==> src/vlsu_pkg.sv <==
// Shared widths, types and byte helpers of the vector load/store unit
package vlsu_pkg;

  localparam int unsigned ELEN       = 32;
  localparam int unsigned ELENB      = ELEN / 8;
  localparam int unsigned VREG_WORDS = 8;

  typedef logic [ELEN-1:0]  elen_t;
  typedef logic [ELENB-1:0] strb_t;
  typedef logic [15:0]      vlen_t;
  typedef logic [7:0]       vreg_addr_t;
  typedef logic [4:0]       vreg_num_t;
  typedef logic [2:0]       trans_id_t;

  typedef enum logic [1:0] {
    VLE,
    VSE,
    VLSE,
    VSSE
  } vlsu_op_e;

  // Encoded as log2 of the element size in bytes
  typedef enum logic [1:0] {
    EW_8  = 2'd0,
    EW_16 = 2'd1,
    EW_32 = 2'd2
  } vsew_e;

  typedef struct packed {
    vlsu_op_e  op;
    vsew_e     vsew;
    vlen_t     vl;      // Elements on input, bytes once registered
    elen_t     base;
    elen_t     stride;  // In bytes
    vreg_num_t vd;
    trans_id_t id;
  } vlsu_req_t;

  typedef struct packed {
    trans_id_t id;
    vreg_num_t vd;
  } vlsu_rsp_t;

  function automatic int unsigned id_width(int unsigned n);
    return (n > 1) ? $clog2(n) : 1;
  endfunction

  function automatic vlen_t elem_size(vsew_e vsew);
    return vlen_t'(1) << vsew;
  endfunction

  // Rotate a word left by whole bytes
  function automatic elen_t rotl_bytes(elen_t data, logic [1:0] n);
    logic [2*ELEN-1:0] dbl;
    dbl = {data, data} << (8 * n);
    return dbl[2*ELEN-1:ELEN];
  endfunction

  // One element at byte pos, or the low step bytes of a whole-word access
  function automatic strb_t access_strb(logic elem_wise, vsew_e vsew, logic [1:0] pos,
                                        vlen_t step);
    strb_t strb;
    if (elem_wise) begin
      unique case (vsew)
        EW_8:    strb = 4'b0001;
        EW_16:   strb = 4'b0011;
        default: strb = 4'b1111;
      endcase
      strb = strb << pos;
    end else begin
      for (int k = 0; k < ELENB; k++) begin
        strb[k] = vlen_t'(k) < step;
      end
    end
    return strb;
  endfunction

endpackage

==> src/vlsu_cmd_if.sv <==
// Active instruction from the controller to both sequencers, with their done levels
interface vlsu_cmd_if import vlsu_pkg::*; ();

  logic      start;        // Pulse on request accept
  logic      active;       // Instruction held
  logic      is_load;
  logic      elem_wise;    // One element per access
  vsew_e     vsew;
  elen_t     base;
  elen_t     stride;
  vlen_t     total_bytes;
  vreg_num_t vd;

  logic      mem_done;
  logic      vrf_done;

  modport ctrl (
    output start, active, is_load, elem_wise, vsew, base, stride, total_bytes, vd,
    input  mem_done, vrf_done
  );

  modport mem (
    input  start, active, is_load, elem_wise, vsew, base, stride, total_bytes,
    output mem_done
  );

  modport vrf (
    input  start, active, is_load, elem_wise, vsew, total_bytes, vd,
    output vrf_done
  );

endinterface

==> src/vlsu_buf_if.sv <==
// Link between one sequencer and the reorder buffer
interface vlsu_buf_if import vlsu_pkg::*; #(
  parameter  int unsigned NrOutstandingLoads = 4,
  localparam int unsigned IdWidth            = id_width(NrOutstandingLoads)
) ();

  // In-order allocation
  logic               alloc;
  logic [IdWidth-1:0] alloc_id;
  logic               full;

  // Write by id
  logic               push;
  logic [IdWidth-1:0] push_id;
  elen_t              push_data;

  // Oldest slot
  logic               head_valid;
  elen_t              head_data;
  logic               pop;

  modport seq (
    output alloc, push, push_id, push_data, pop,
    input  alloc_id, full, head_valid, head_data
  );

  modport rob (
    input  alloc, push, push_id, push_data, pop,
    output alloc_id, full, head_valid, head_data
  );

endinterface

==> src/vlsu_ctrl.sv <==
// Instruction register, byte length conversion, access mode decode and response
module vlsu_ctrl import vlsu_pkg::*; (
  input  logic      clk_i,
  input  logic      reset_i,
  input  vlsu_req_t req_i,
  input  logic      req_valid_i,
  output logic      req_ready_o,
  output vlsu_rsp_t rsp_o,
  output logic      rsp_valid_o,
  vlsu_cmd_if.ctrl  cmd
);

  vlsu_req_t req_d;
  vlsu_req_t req_q;
  logic      active;
  logic      finish;
  logic      accept;
  logic      is_strided;

  // A held vl of zero bytes means no instruction
  assign active      = req_q.vl != '0;
  assign finish      = active & cmd.mem_done & cmd.vrf_done;
  assign req_ready_o = ~active | finish;
  assign accept      = req_valid_i & req_ready_o;

  always_comb begin
    req_d    = req_i;
    req_d.vl = req_i.vl << req_i.vsew;
  end

  always_ff @(posedge clk_i) begin
    if (reset_i) begin
      req_q <= '0;
    end else if (accept) begin
      req_q <= req_d;
    end else if (finish) begin
      req_q <= '0;
    end
  end

  ////////////////////////////////////////
  // Decode

  assign is_strided = (req_q.op == VLSE) | (req_q.op == VSSE);

  assign cmd.start   = accept;
  assign cmd.active  = active;
  assign cmd.is_load = (req_q.op == VLE) | (req_q.op == VLSE);
  // Unaligned unit stride walks element by element
  assign cmd.elem_wise   = is_strided | (req_q.base[1:0] != 2'b00);
  assign cmd.vsew        = req_q.vsew;
  assign cmd.base        = req_q.base;
  assign cmd.stride      = is_strided ? req_q.stride : elen_t'(elem_size(req_q.vsew));
  assign cmd.total_bytes = req_q.vl;
  assign cmd.vd          = req_q.vd;

  // Frees the scoreboard entry
  assign rsp_valid_o = finish;
  assign rsp_o       = '{id: req_q.id, vd: req_q.vd};

endmodule

==> src/vlsu_mem_seq.sv <==
// Memory side sequencer: addresses, strobes, store data and load result capture
module vlsu_mem_seq import vlsu_pkg::*; #(
  parameter  int unsigned NrOutstandingLoads = 4,
  localparam int unsigned IdWidth            = id_width(NrOutstandingLoads)
) (
  input  logic               clk_i,
  input  logic               reset_i,
  vlsu_cmd_if.mem            cmd,
  vlsu_buf_if.seq            buf_if,
  // Memory request
  output logic               mem_valid_o,
  input  logic               mem_ready_i,
  output elen_t              mem_addr_o,
  output logic               mem_we_o,
  output strb_t              mem_strb_o,
  output elen_t              mem_wdata_o,
  output logic [IdWidth-1:0] mem_id_o,
  output logic               mem_last_o,
  // Load result
  input  logic               mem_result_valid_i,
  input  logic [IdWidth-1:0] mem_result_id_i,
  input  elen_t              mem_rdata_i
);

  vlen_t      cnt_q;
  vlen_t      remaining;
  vlen_t      step;
  logic       pending;
  logic       last;
  logic       valid;
  logic       handshake;
  elen_t      elem_idx;
  elen_t      addr;
  logic [1:0] offset;

  // Byte offset of every outstanding load, by ROB id
  logic [1:0] off_q [NrOutstandingLoads];

  assign remaining = cmd.total_bytes - cnt_q;
  assign pending   = cmd.active & (remaining != '0);

  always_comb begin
    if (cmd.elem_wise) begin
      step = elem_size(cmd.vsew);
    end else if (remaining < vlen_t'(ELENB)) begin
      step = remaining;
    end else begin
      step = vlen_t'(ELENB);
    end
  end

  assign last = pending & (step == remaining);

  ////////////////////////////////////////
  // Address generation

  assign elem_idx = elen_t'(cnt_q >> cmd.vsew);
  assign addr     = cmd.elem_wise ? cmd.base + elem_idx * cmd.stride
                                  : cmd.base + elen_t'(cnt_q);
  assign offset   = addr[1:0];

  // Loads need a free slot, stores need their data at the head
  assign valid     = pending & (cmd.is_load ? ~buf_if.full : buf_if.head_valid);
  assign handshake = valid & mem_ready_i;

  assign mem_valid_o = valid;
  assign mem_addr_o  = {addr[ELEN-1:2], 2'b00};
  assign mem_we_o    = ~cmd.is_load;
  assign mem_strb_o  = access_strb(cmd.elem_wise, cmd.vsew, offset, step);
  assign mem_id_o    = buf_if.alloc_id;
  assign mem_last_o  = last;
  // Move the element from its register byte position to the memory offset
  assign mem_wdata_o = rotl_bytes(buf_if.head_data, offset - cnt_q[1:0]);

  ////////////////////////////////////////
  // Reorder buffer side

  assign buf_if.alloc     = handshake & cmd.is_load;
  assign buf_if.pop       = handshake & ~cmd.is_load;
  assign buf_if.push      = mem_result_valid_i;
  assign buf_if.push_id   = mem_result_id_i;
  // Results are stored with the element at byte 0
  assign buf_if.push_data = mem_rdata_i >> (8 * off_q[mem_result_id_i]);

  always_ff @(posedge clk_i) begin
    if (buf_if.alloc) begin
      off_q[buf_if.alloc_id] <= offset;
    end
  end

  always_ff @(posedge clk_i) begin
    if (reset_i || cmd.start) begin
      cnt_q <= '0;
    end else if (handshake) begin
      cnt_q <= cnt_q + step;
    end
  end

  assign cmd.mem_done = ~cmd.active | (remaining == '0) | (last & handshake);

endmodule

==> src/vlsu_rob.sv <==
// Reorder buffer between the memory side and the register file side
module vlsu_rob import vlsu_pkg::*; #(
  parameter  int unsigned NrOutstandingLoads = 4,
  localparam int unsigned IdWidth            = id_width(NrOutstandingLoads)
) (
  input logic     clk_i,
  input logic     reset_i,
  vlsu_cmd_if.mem cmd,
  vlsu_buf_if.rob mem_buf,
  vlsu_buf_if.rob vrf_buf
);

  typedef logic [IdWidth-1:0] id_t;

  elen_t                         data_q [NrOutstandingLoads];
  logic [NrOutstandingLoads-1:0] used_q;   // Allocated, not yet popped
  logic [NrOutstandingLoads-1:0] valid_q;  // Written
  id_t                           wr_ptr_q;
  id_t                           rd_ptr_q;

  logic  alloc;
  logic  push;
  logic  pop;
  id_t   push_id;
  elen_t push_data;

  function automatic id_t next_ptr(id_t ptr);
    return (ptr == id_t'(NrOutstandingLoads - 1)) ? '0 : ptr + 1'b1;
  endfunction

  // Loads fill from memory and drain to the VRF, stores the other way round
  always_comb begin
    if (cmd.is_load) begin
      alloc     = mem_buf.alloc;
      push      = mem_buf.push;
      push_id   = mem_buf.push_id;
      push_data = mem_buf.push_data;
      pop       = vrf_buf.pop;
    end else begin
      alloc     = vrf_buf.alloc;
      push      = vrf_buf.push;
      push_id   = vrf_buf.push_id;
      push_data = vrf_buf.push_data;
      pop       = mem_buf.pop;
    end
  end

  assign mem_buf.alloc_id   = wr_ptr_q;
  assign vrf_buf.alloc_id   = wr_ptr_q;
  assign mem_buf.full       = used_q[wr_ptr_q];
  assign vrf_buf.full       = used_q[wr_ptr_q];
  assign mem_buf.head_valid = valid_q[rd_ptr_q];
  assign vrf_buf.head_valid = valid_q[rd_ptr_q];
  assign mem_buf.head_data  = data_q[rd_ptr_q];
  assign vrf_buf.head_data  = data_q[rd_ptr_q];

  always_ff @(posedge clk_i) begin
    if (reset_i || cmd.start) begin
      used_q   <= '0;
      valid_q  <= '0;
      wr_ptr_q <= '0;
      rd_ptr_q <= '0;
    end else begin
      if (alloc) begin
        used_q[wr_ptr_q] <= 1'b1;
        wr_ptr_q         <= next_ptr(wr_ptr_q);
      end
      if (push) begin
        valid_q[push_id] <= 1'b1;
      end
      if (pop) begin
        used_q[rd_ptr_q]  <= 1'b0;
        valid_q[rd_ptr_q] <= 1'b0;
        rd_ptr_q          <= next_ptr(rd_ptr_q);
      end
    end
  end

  always_ff @(posedge clk_i) begin
    if (push) begin
      data_q[push_id] <= push_data;
    end
  end

endmodule

==> src/vlsu_vrf_seq.sv <==
// Register file side sequencer: word addresses, byte enables, load writes and store reads
module vlsu_vrf_seq import vlsu_pkg::*; (
  input  logic       clk_i,
  input  logic       reset_i,
  vlsu_cmd_if.vrf    cmd,
  vlsu_buf_if.seq    buf_if,
  // Write port
  output vreg_addr_t vrf_waddr_o,
  output elen_t      vrf_wdata_o,
  output strb_t      vrf_wbe_o,
  output logic       vrf_we_o,
  input  logic       vrf_wvalid_i,
  // Read port
  output vreg_addr_t vrf_raddr_o,
  output logic       vrf_re_o,
  input  elen_t      vrf_rdata_i,
  input  logic       vrf_rvalid_i
);

  vlen_t      cnt_q;
  vlen_t      remaining;
  vlen_t      step;
  logic       pending;
  logic       last;
  logic       wr_done;
  logic       rd_done;
  logic       handshake;
  logic [1:0] byte_pos;
  vreg_addr_t word_addr;

  assign remaining = cmd.total_bytes - cnt_q;
  assign pending   = cmd.active & (remaining != '0);

  always_comb begin
    if (cmd.elem_wise) begin
      step = elem_size(cmd.vsew);
    end else if (remaining < vlen_t'(ELENB)) begin
      step = remaining;
    end else begin
      step = vlen_t'(ELENB);
    end
  end

  assign last      = pending & (step == remaining);
  assign byte_pos  = cnt_q[1:0];
  assign word_addr = vreg_addr_t'(cmd.vd) * vreg_addr_t'(VREG_WORDS)
                   + vreg_addr_t'(cnt_q >> 2);

  ////////////////////////////////////////
  // Loads drain the ROB head

  assign vrf_we_o    = pending & cmd.is_load & buf_if.head_valid;
  assign vrf_waddr_o = word_addr;
  assign vrf_wdata_o = rotl_bytes(buf_if.head_data, byte_pos);
  assign vrf_wbe_o   = access_strb(cmd.elem_wise, cmd.vsew, byte_pos, step);
  assign wr_done     = vrf_we_o & vrf_wvalid_i;
  assign buf_if.pop  = wr_done;

  ////////////////////////////////////////
  // Stores fill the ROB

  // Read only with a free slot to take the word
  assign vrf_re_o         = pending & ~cmd.is_load & ~buf_if.full;
  assign vrf_raddr_o      = word_addr;
  assign rd_done          = vrf_re_o & vrf_rvalid_i;
  assign buf_if.alloc     = rd_done;
  assign buf_if.push      = rd_done;
  assign buf_if.push_id   = buf_if.alloc_id;
  assign buf_if.push_data = vrf_rdata_i;

  assign handshake = wr_done | rd_done;

  always_ff @(posedge clk_i) begin
    if (reset_i || cmd.start) begin
      cnt_q <= '0;
    end else if (handshake) begin
      cnt_q <= cnt_q + step;
    end
  end

  assign cmd.vrf_done = ~cmd.active | (remaining == '0) | (last & handshake);

endmodule

==> src/vlsu_top.sv <==
// Vector load/store unit top level joining controller, sequencers and reorder buffer
module vlsu_top import vlsu_pkg::*; #(
  parameter  int unsigned NrOutstandingLoads = 4,
  localparam int unsigned IdWidth            = id_width(NrOutstandingLoads)
) (
  input  logic               clk_i,
  input  logic               reset_i,
  // Instruction in, scoreboard release out
  input  vlsu_req_t          req_i,
  input  logic               req_valid_i,
  output logic               req_ready_o,
  output vlsu_rsp_t          rsp_o,
  output logic               rsp_valid_o,
  // Memory port
  output logic               mem_valid_o,
  input  logic               mem_ready_i,
  output elen_t              mem_addr_o,
  output logic               mem_we_o,
  output strb_t              mem_strb_o,
  output elen_t              mem_wdata_o,
  output logic [IdWidth-1:0] mem_id_o,
  output logic               mem_last_o,
  input  logic               mem_result_valid_i,
  input  logic [IdWidth-1:0] mem_result_id_i,
  input  elen_t              mem_rdata_i,
  // Vector register file lane
  output vreg_addr_t         vrf_waddr_o,
  output elen_t              vrf_wdata_o,
  output strb_t              vrf_wbe_o,
  output logic               vrf_we_o,
  input  logic               vrf_wvalid_i,
  output vreg_addr_t         vrf_raddr_o,
  output logic               vrf_re_o,
  input  elen_t              vrf_rdata_i,
  input  logic               vrf_rvalid_i
);

  vlsu_cmd_if cmd_if ();
  vlsu_buf_if #(.NrOutstandingLoads(NrOutstandingLoads)) mem_buf ();
  vlsu_buf_if #(.NrOutstandingLoads(NrOutstandingLoads)) vrf_buf ();

  vlsu_ctrl i_ctrl (
    .cmd (cmd_if),
    .*
  );

  vlsu_mem_seq #(
    .NrOutstandingLoads(NrOutstandingLoads)
  ) i_mem_seq (
    .cmd    (cmd_if),
    .buf_if (mem_buf),
    .*
  );

  vlsu_rob #(
    .NrOutstandingLoads(NrOutstandingLoads)
  ) i_rob (
    .cmd     (cmd_if),
    .mem_buf (mem_buf),
    .vrf_buf (vrf_buf),
    .*
  );

  vlsu_vrf_seq i_vrf_seq (
    .cmd    (cmd_if),
    .buf_if (vrf_buf),
    .*
  );

endmodule

==> config.mk <==
export PLATFORM = sky130hd
export DESIGN_NAME = vlsu_top
export DESIGN_NICKNAME = d
export VERILOG_FILES = /design/src/vlsu_pkg.sv /design/src/vlsu_cmd_if.sv /design/src/vlsu_buf_if.sv /design/src/vlsu_ctrl.sv /design/src/vlsu_mem_seq.sv /design/src/vlsu_rob.sv /design/src/vlsu_vrf_seq.sv /design/src/vlsu_top.sv
export SDC_FILE = /design/constraint.sdc
export NUM_CORES = 2
export LEC_CHECK = 0
export BUFFER_PORTS_ARGS = -buffer_cell sky130_fd_sc_hd__buf_2
export CAP_MARGIN = 20
export CORE_MARGIN = 2
export CORE_UTILIZATION = 50
export DETAILED_ROUTE_END_ITERATION = 10
export MAX_ROUTING_LAYER = met4
export PLACE_DENSITY = 0.71
export SLEW_MARGIN = 20
export SYNTH_ARGS = -nofsm -noshare
export SYNTH_HDL_FRONTEND = slang
export SYNTH_SLANG_ARGS = --single-unit
==> constraint.sdc <==
create_clock -name clk_i -period 9.2 [get_ports clk_i]
set_input_delay 0.92 -clock clk_i [delete_from_list [all_inputs] [get_ports clk_i]]
set_output_delay 0.92 -clock clk_i [all_outputs]
set_load 0.02 [all_outputs]
==> qor.csv <==
metric;value;unit
global-route wire length before repair;143300;µm
Critical Path End Type;output port;
final global-route overflow total;0;
async set-reset flop share out of synthesis;0;
Post-route DRC;0;
number of clock sinks seen by CTS;274;
maximum clock frequency;109.2;MHz
clock slew seen by the registers of the worst setup and hold paths;0.07;ns
Detailed Place HPWL;71730;µm
standby leakage power;0.01722;µW
Die X;254.1;µm
unrepaired setup endpoints after global routing;true;
reg2reg setup slack;2.72;ns
register bit total from synthesis;274;
mux contribution to synthesized area;0.1054;
final net count;4409;
portion of synthesized cell area occupied by the leading cell type;0.2145;
share of the synthesized area in compound gates (AO/OA/AOI/OAI);0.1148;
area inside the core boundary;61710;µm²
synthesized-area fraction occupied by and/or/nand/nor cells;0.1265;
port bufs;299;
Max H-tree Level;2;
count of different cell masters after synthesis;86;
Seq/Total Area, Yosys;0.2190;
count of flip-flops with a built-in enable after synthesis;136;
post-synthesis adder-cell area fraction;0.3110;
clock insertion delay at the later pin of the skew report;0.59;ns
pin count of the biggest net entering global routing;55;
dominant register cell in the synthesized netlist;sky130_fd_sc_hd__dfxtp_1;
Post-Synthesis Cells;3288;
commonest cells after routing, fill and taps aside;sky130_fd_sc_hd__inv_1, sky130_fd_sc_hd__nor2_1, sky130_fd_sc_hd__fa_1;
largest family of logic cells by synthesized area;adder cells;
critical path class;reg -> out;
max-slew violation count;0;
largest clock skew in the final design;0.03735;ns
YS warnings;0;
final worst path period share;0.9950;
data arrival time of the worst path;8.23;ns
DIE HEIGHT;254.1;µm
final cell count without fillers;4532;
launching element type of the critical path;register;
number of nets still failing antenna checks after routing;0;
count of routing violations after the opening detailed-route iteration;2201;
overall via count from detail_route;25833;
aggregate routed wire length;93760;µm
via count normalized by instance count;5.700;
power density relative to cell area;266.2;nW/µm²
Req. time, crit path;8.28;ns
top-level port count;302;
router iterations before antenna repair;8;
hold violation total from the final report;0;
via count of the first global-routing pass;25908;
full die area;64540;µm²
HP Class;reg -> reg;
Clock Tree Buf Depth;3;
Slew @ Worst Pin;1.010;ns
ranking of synthesized cells by area;sky130_fd_sc_hd__fa_1, sky130_fd_sc_hd__edfxtp_1, sky130_fd_sc_hd__ha_1, sky130_fd_sc_hd__dfxtp_1, sky130_fd_sc_hd__inv_1;
cell at the root of the clock tree;sky130_fd_sc_hd__clkbuf_16;
share of post-route cells with drive strength above 1;0.2410;
post-layout util;0.6014;
Maximum Capacitance Violations;0;
hold-fix buffer count after cts;0;
post-route cell area;37120;µm²
run status;completed;
number of antenna violations at the first check in global routing;3;
Synth Area per Inst;9.508;µm²
Std-Cell Rows;91;
Worst path max stage delay;0.54;ns
setup violators final;0;
routability-driven placement congestion ratio;0.9945;
min cycle time layout;9.154;ns
maximum VDD drop;278.9;µV
most common cell after layout, fill and taps aside;sky130_fd_sc_hd__inv_1;
Layout area overhead;18.72;%
xor/xnor share of the synthesized area;0.03602;
area of the mapped netlist;31260;µm²
overall track demand over capacity in global routing;0.2970;
cell count after placement;4388;
mean routed wirelength per cell;20.69;µm
Area after DPL;34060;µm²
TritonCTS clock tree;yes;
crit-path max FO;10;
filler cell count in the final layout;5246;
cell with the largest stage delay on the worst path;sky130_fd_sc_hd__fa_1;
biggest area consumer among synthesized cells;sky130_fd_sc_hd__fa_1;
relative slew slack;0.3256;
Initial Util;0.5066;
most frequent cell on the critical path;sky130_fd_sc_hd__fa_1;
clock buffer count from CTS;34;
## state kept, by name, summed over array words and instances (netlist names), named ones only
register	count
i_ctrl.cmd.base	32
i_ctrl.cmd.total_bytes	16
i_rob.used_q	4
i_ctrl.req_q	34
i_rob.valid_q	4
i_mem_seq.off_q	8
i_ctrl.rsp_o	3
i_ctrl.cmd.vd	5
i_rob.mem_buf.alloc_id	2
i_ctrl.cmd.vsew	2
i_mem_seq.cnt_q	16
i_vrf_seq.cnt_q	16
i_rob.data_q	128
i_rob.rd_ptr_q	2
## worst paths after layout
| check | from | end | cells after the start |
|---|---|---|---|
| hold reg to reg | i_ctrl.rsp_o[6] | i_ctrl.rsp_o[6] | 1 |
| setup reg to reg | i_vrf_seq.cnt_q[1] | i_vrf_seq.cnt_q[15] | 23 |
| setup / recovery | i_ctrl.cmd.vsew[0] | mem_addr_o[31] | 30 |
| hold / removal | i_ctrl.rsp_o[6] | i_ctrl.rsp_o[6] | 1 |
## cell families (layout without fill, tap and decap cells)
family / after synthesis / count (layout)
AND/OR/NAND/NOR: 890 / 890
buffers and inverters: 659 / 1039
adder cells (fa/ha/maj): 576 / 576
AO/OA/AOI/OAI: 527 / 527
flip-flops: 274 / 274
multiplexers: 234 / 236
XOR/XNOR: 127 / 127
other: 1 / 26
## cell type report
class | instances | area, µm² | share of cell area
Clock inverter | 21 | 317.8 | 0.008563
Tap cell | 837 | 1047 | 0.02822
Multi-Input combinational cell | 2380 | 22900 | 0.6169
Antenna cell | 2 | 5.005 | 0.0001348
Sequential cell | 274 | 6868 | 0.1850
Inverter | 467 | 1757 | 0.04733
Clock buffer | 40 | 873.3 | 0.02353
Timing Repair Buffer | 511 | 3349 | 0.09024
## worst max-delay path: cells and delay by family (launching register included)
family	cells	cell delay [ns]
AO/OA/AOI/OAI	7	1.25
XOR/XNOR	1	0.17
adder cells (fa/ha/maj)	9	4.01
AND/OR/NAND/NOR	3	0.37
buffers and inverters	8	1.01
multiplexers	2	0.41
flip-flops	1	0.45
## cells in the mapped netlist (74+ instances only)
cell                       instances
sky130_fd_sc_hd__inv_1           465
sky130_fd_sc_hd__nor2_1          358
sky130_fd_sc_hd__fa_1            335
sky130_fd_sc_hd__nand2_1         282
sky130_fd_sc_hd__ha_1            241
sky130_fd_sc_hd__dfxtp_1         138
sky130_fd_sc_hd__mux2i_1         138
sky130_fd_sc_hd__edfxtp_1        136
sky130_fd_sc_hd__a21oi_1         132
sky130_fd_sc_hd__clkbuf_1         97
sky130_fd_sc_hd__o21ai_0          94
sky130_fd_sc_hd__a22o_1           88
sky130_fd_sc_hd__xnor2_1          81
sky130_fd_sc_hd__mux4_2           74
## routing by layer
metal  wire length (µm)  GRT usage  up-vias  part of all wire
met5                  0          -        -                 0
met2              44170     0.4778     1133              0.47
met4               4396     0.1225        0             0.047
met3               7608    0.04753      283             0.081
li1                   -          -    11798                 -
met1              37590     0.3745    12619              0.40
## metrics by stage
stage | TNS [ns] | setup WS, ns | hold slack, ns | total power [µW]
2_1_floorplan | 0 | 0.04115 | 0.4448 | 6029
5_1_grt | -0.7488 | -0.1873 | 0.4978 | 10490
3_3_place_gp | 0 | 0.2723 | 0.4567 | 7659
6_report | 0 | 0.04588 | 0.4740 | 9881
4_1_cts | 0 | 0.002513 | 0.4756 | 9575
3_5_place_dp | 0 | 0.1299 | 0.4626 | 7729
## report_power, final
part / switching, µW / internal [µW] / total (µW)
registers: 297 / 1600 / 1900
clock network: 596 / 864 / 1460
logic: 3920 / 2600 / 6520
## what timing repair did
action,CTS,global route
pin swaps,51,98
resized for setup,170,132
gates cloned,7,0
buffers inserted,48,31
endpoints found under the setup margin,11,13
No activity file was read; power rests on OpenSTA's default activity.
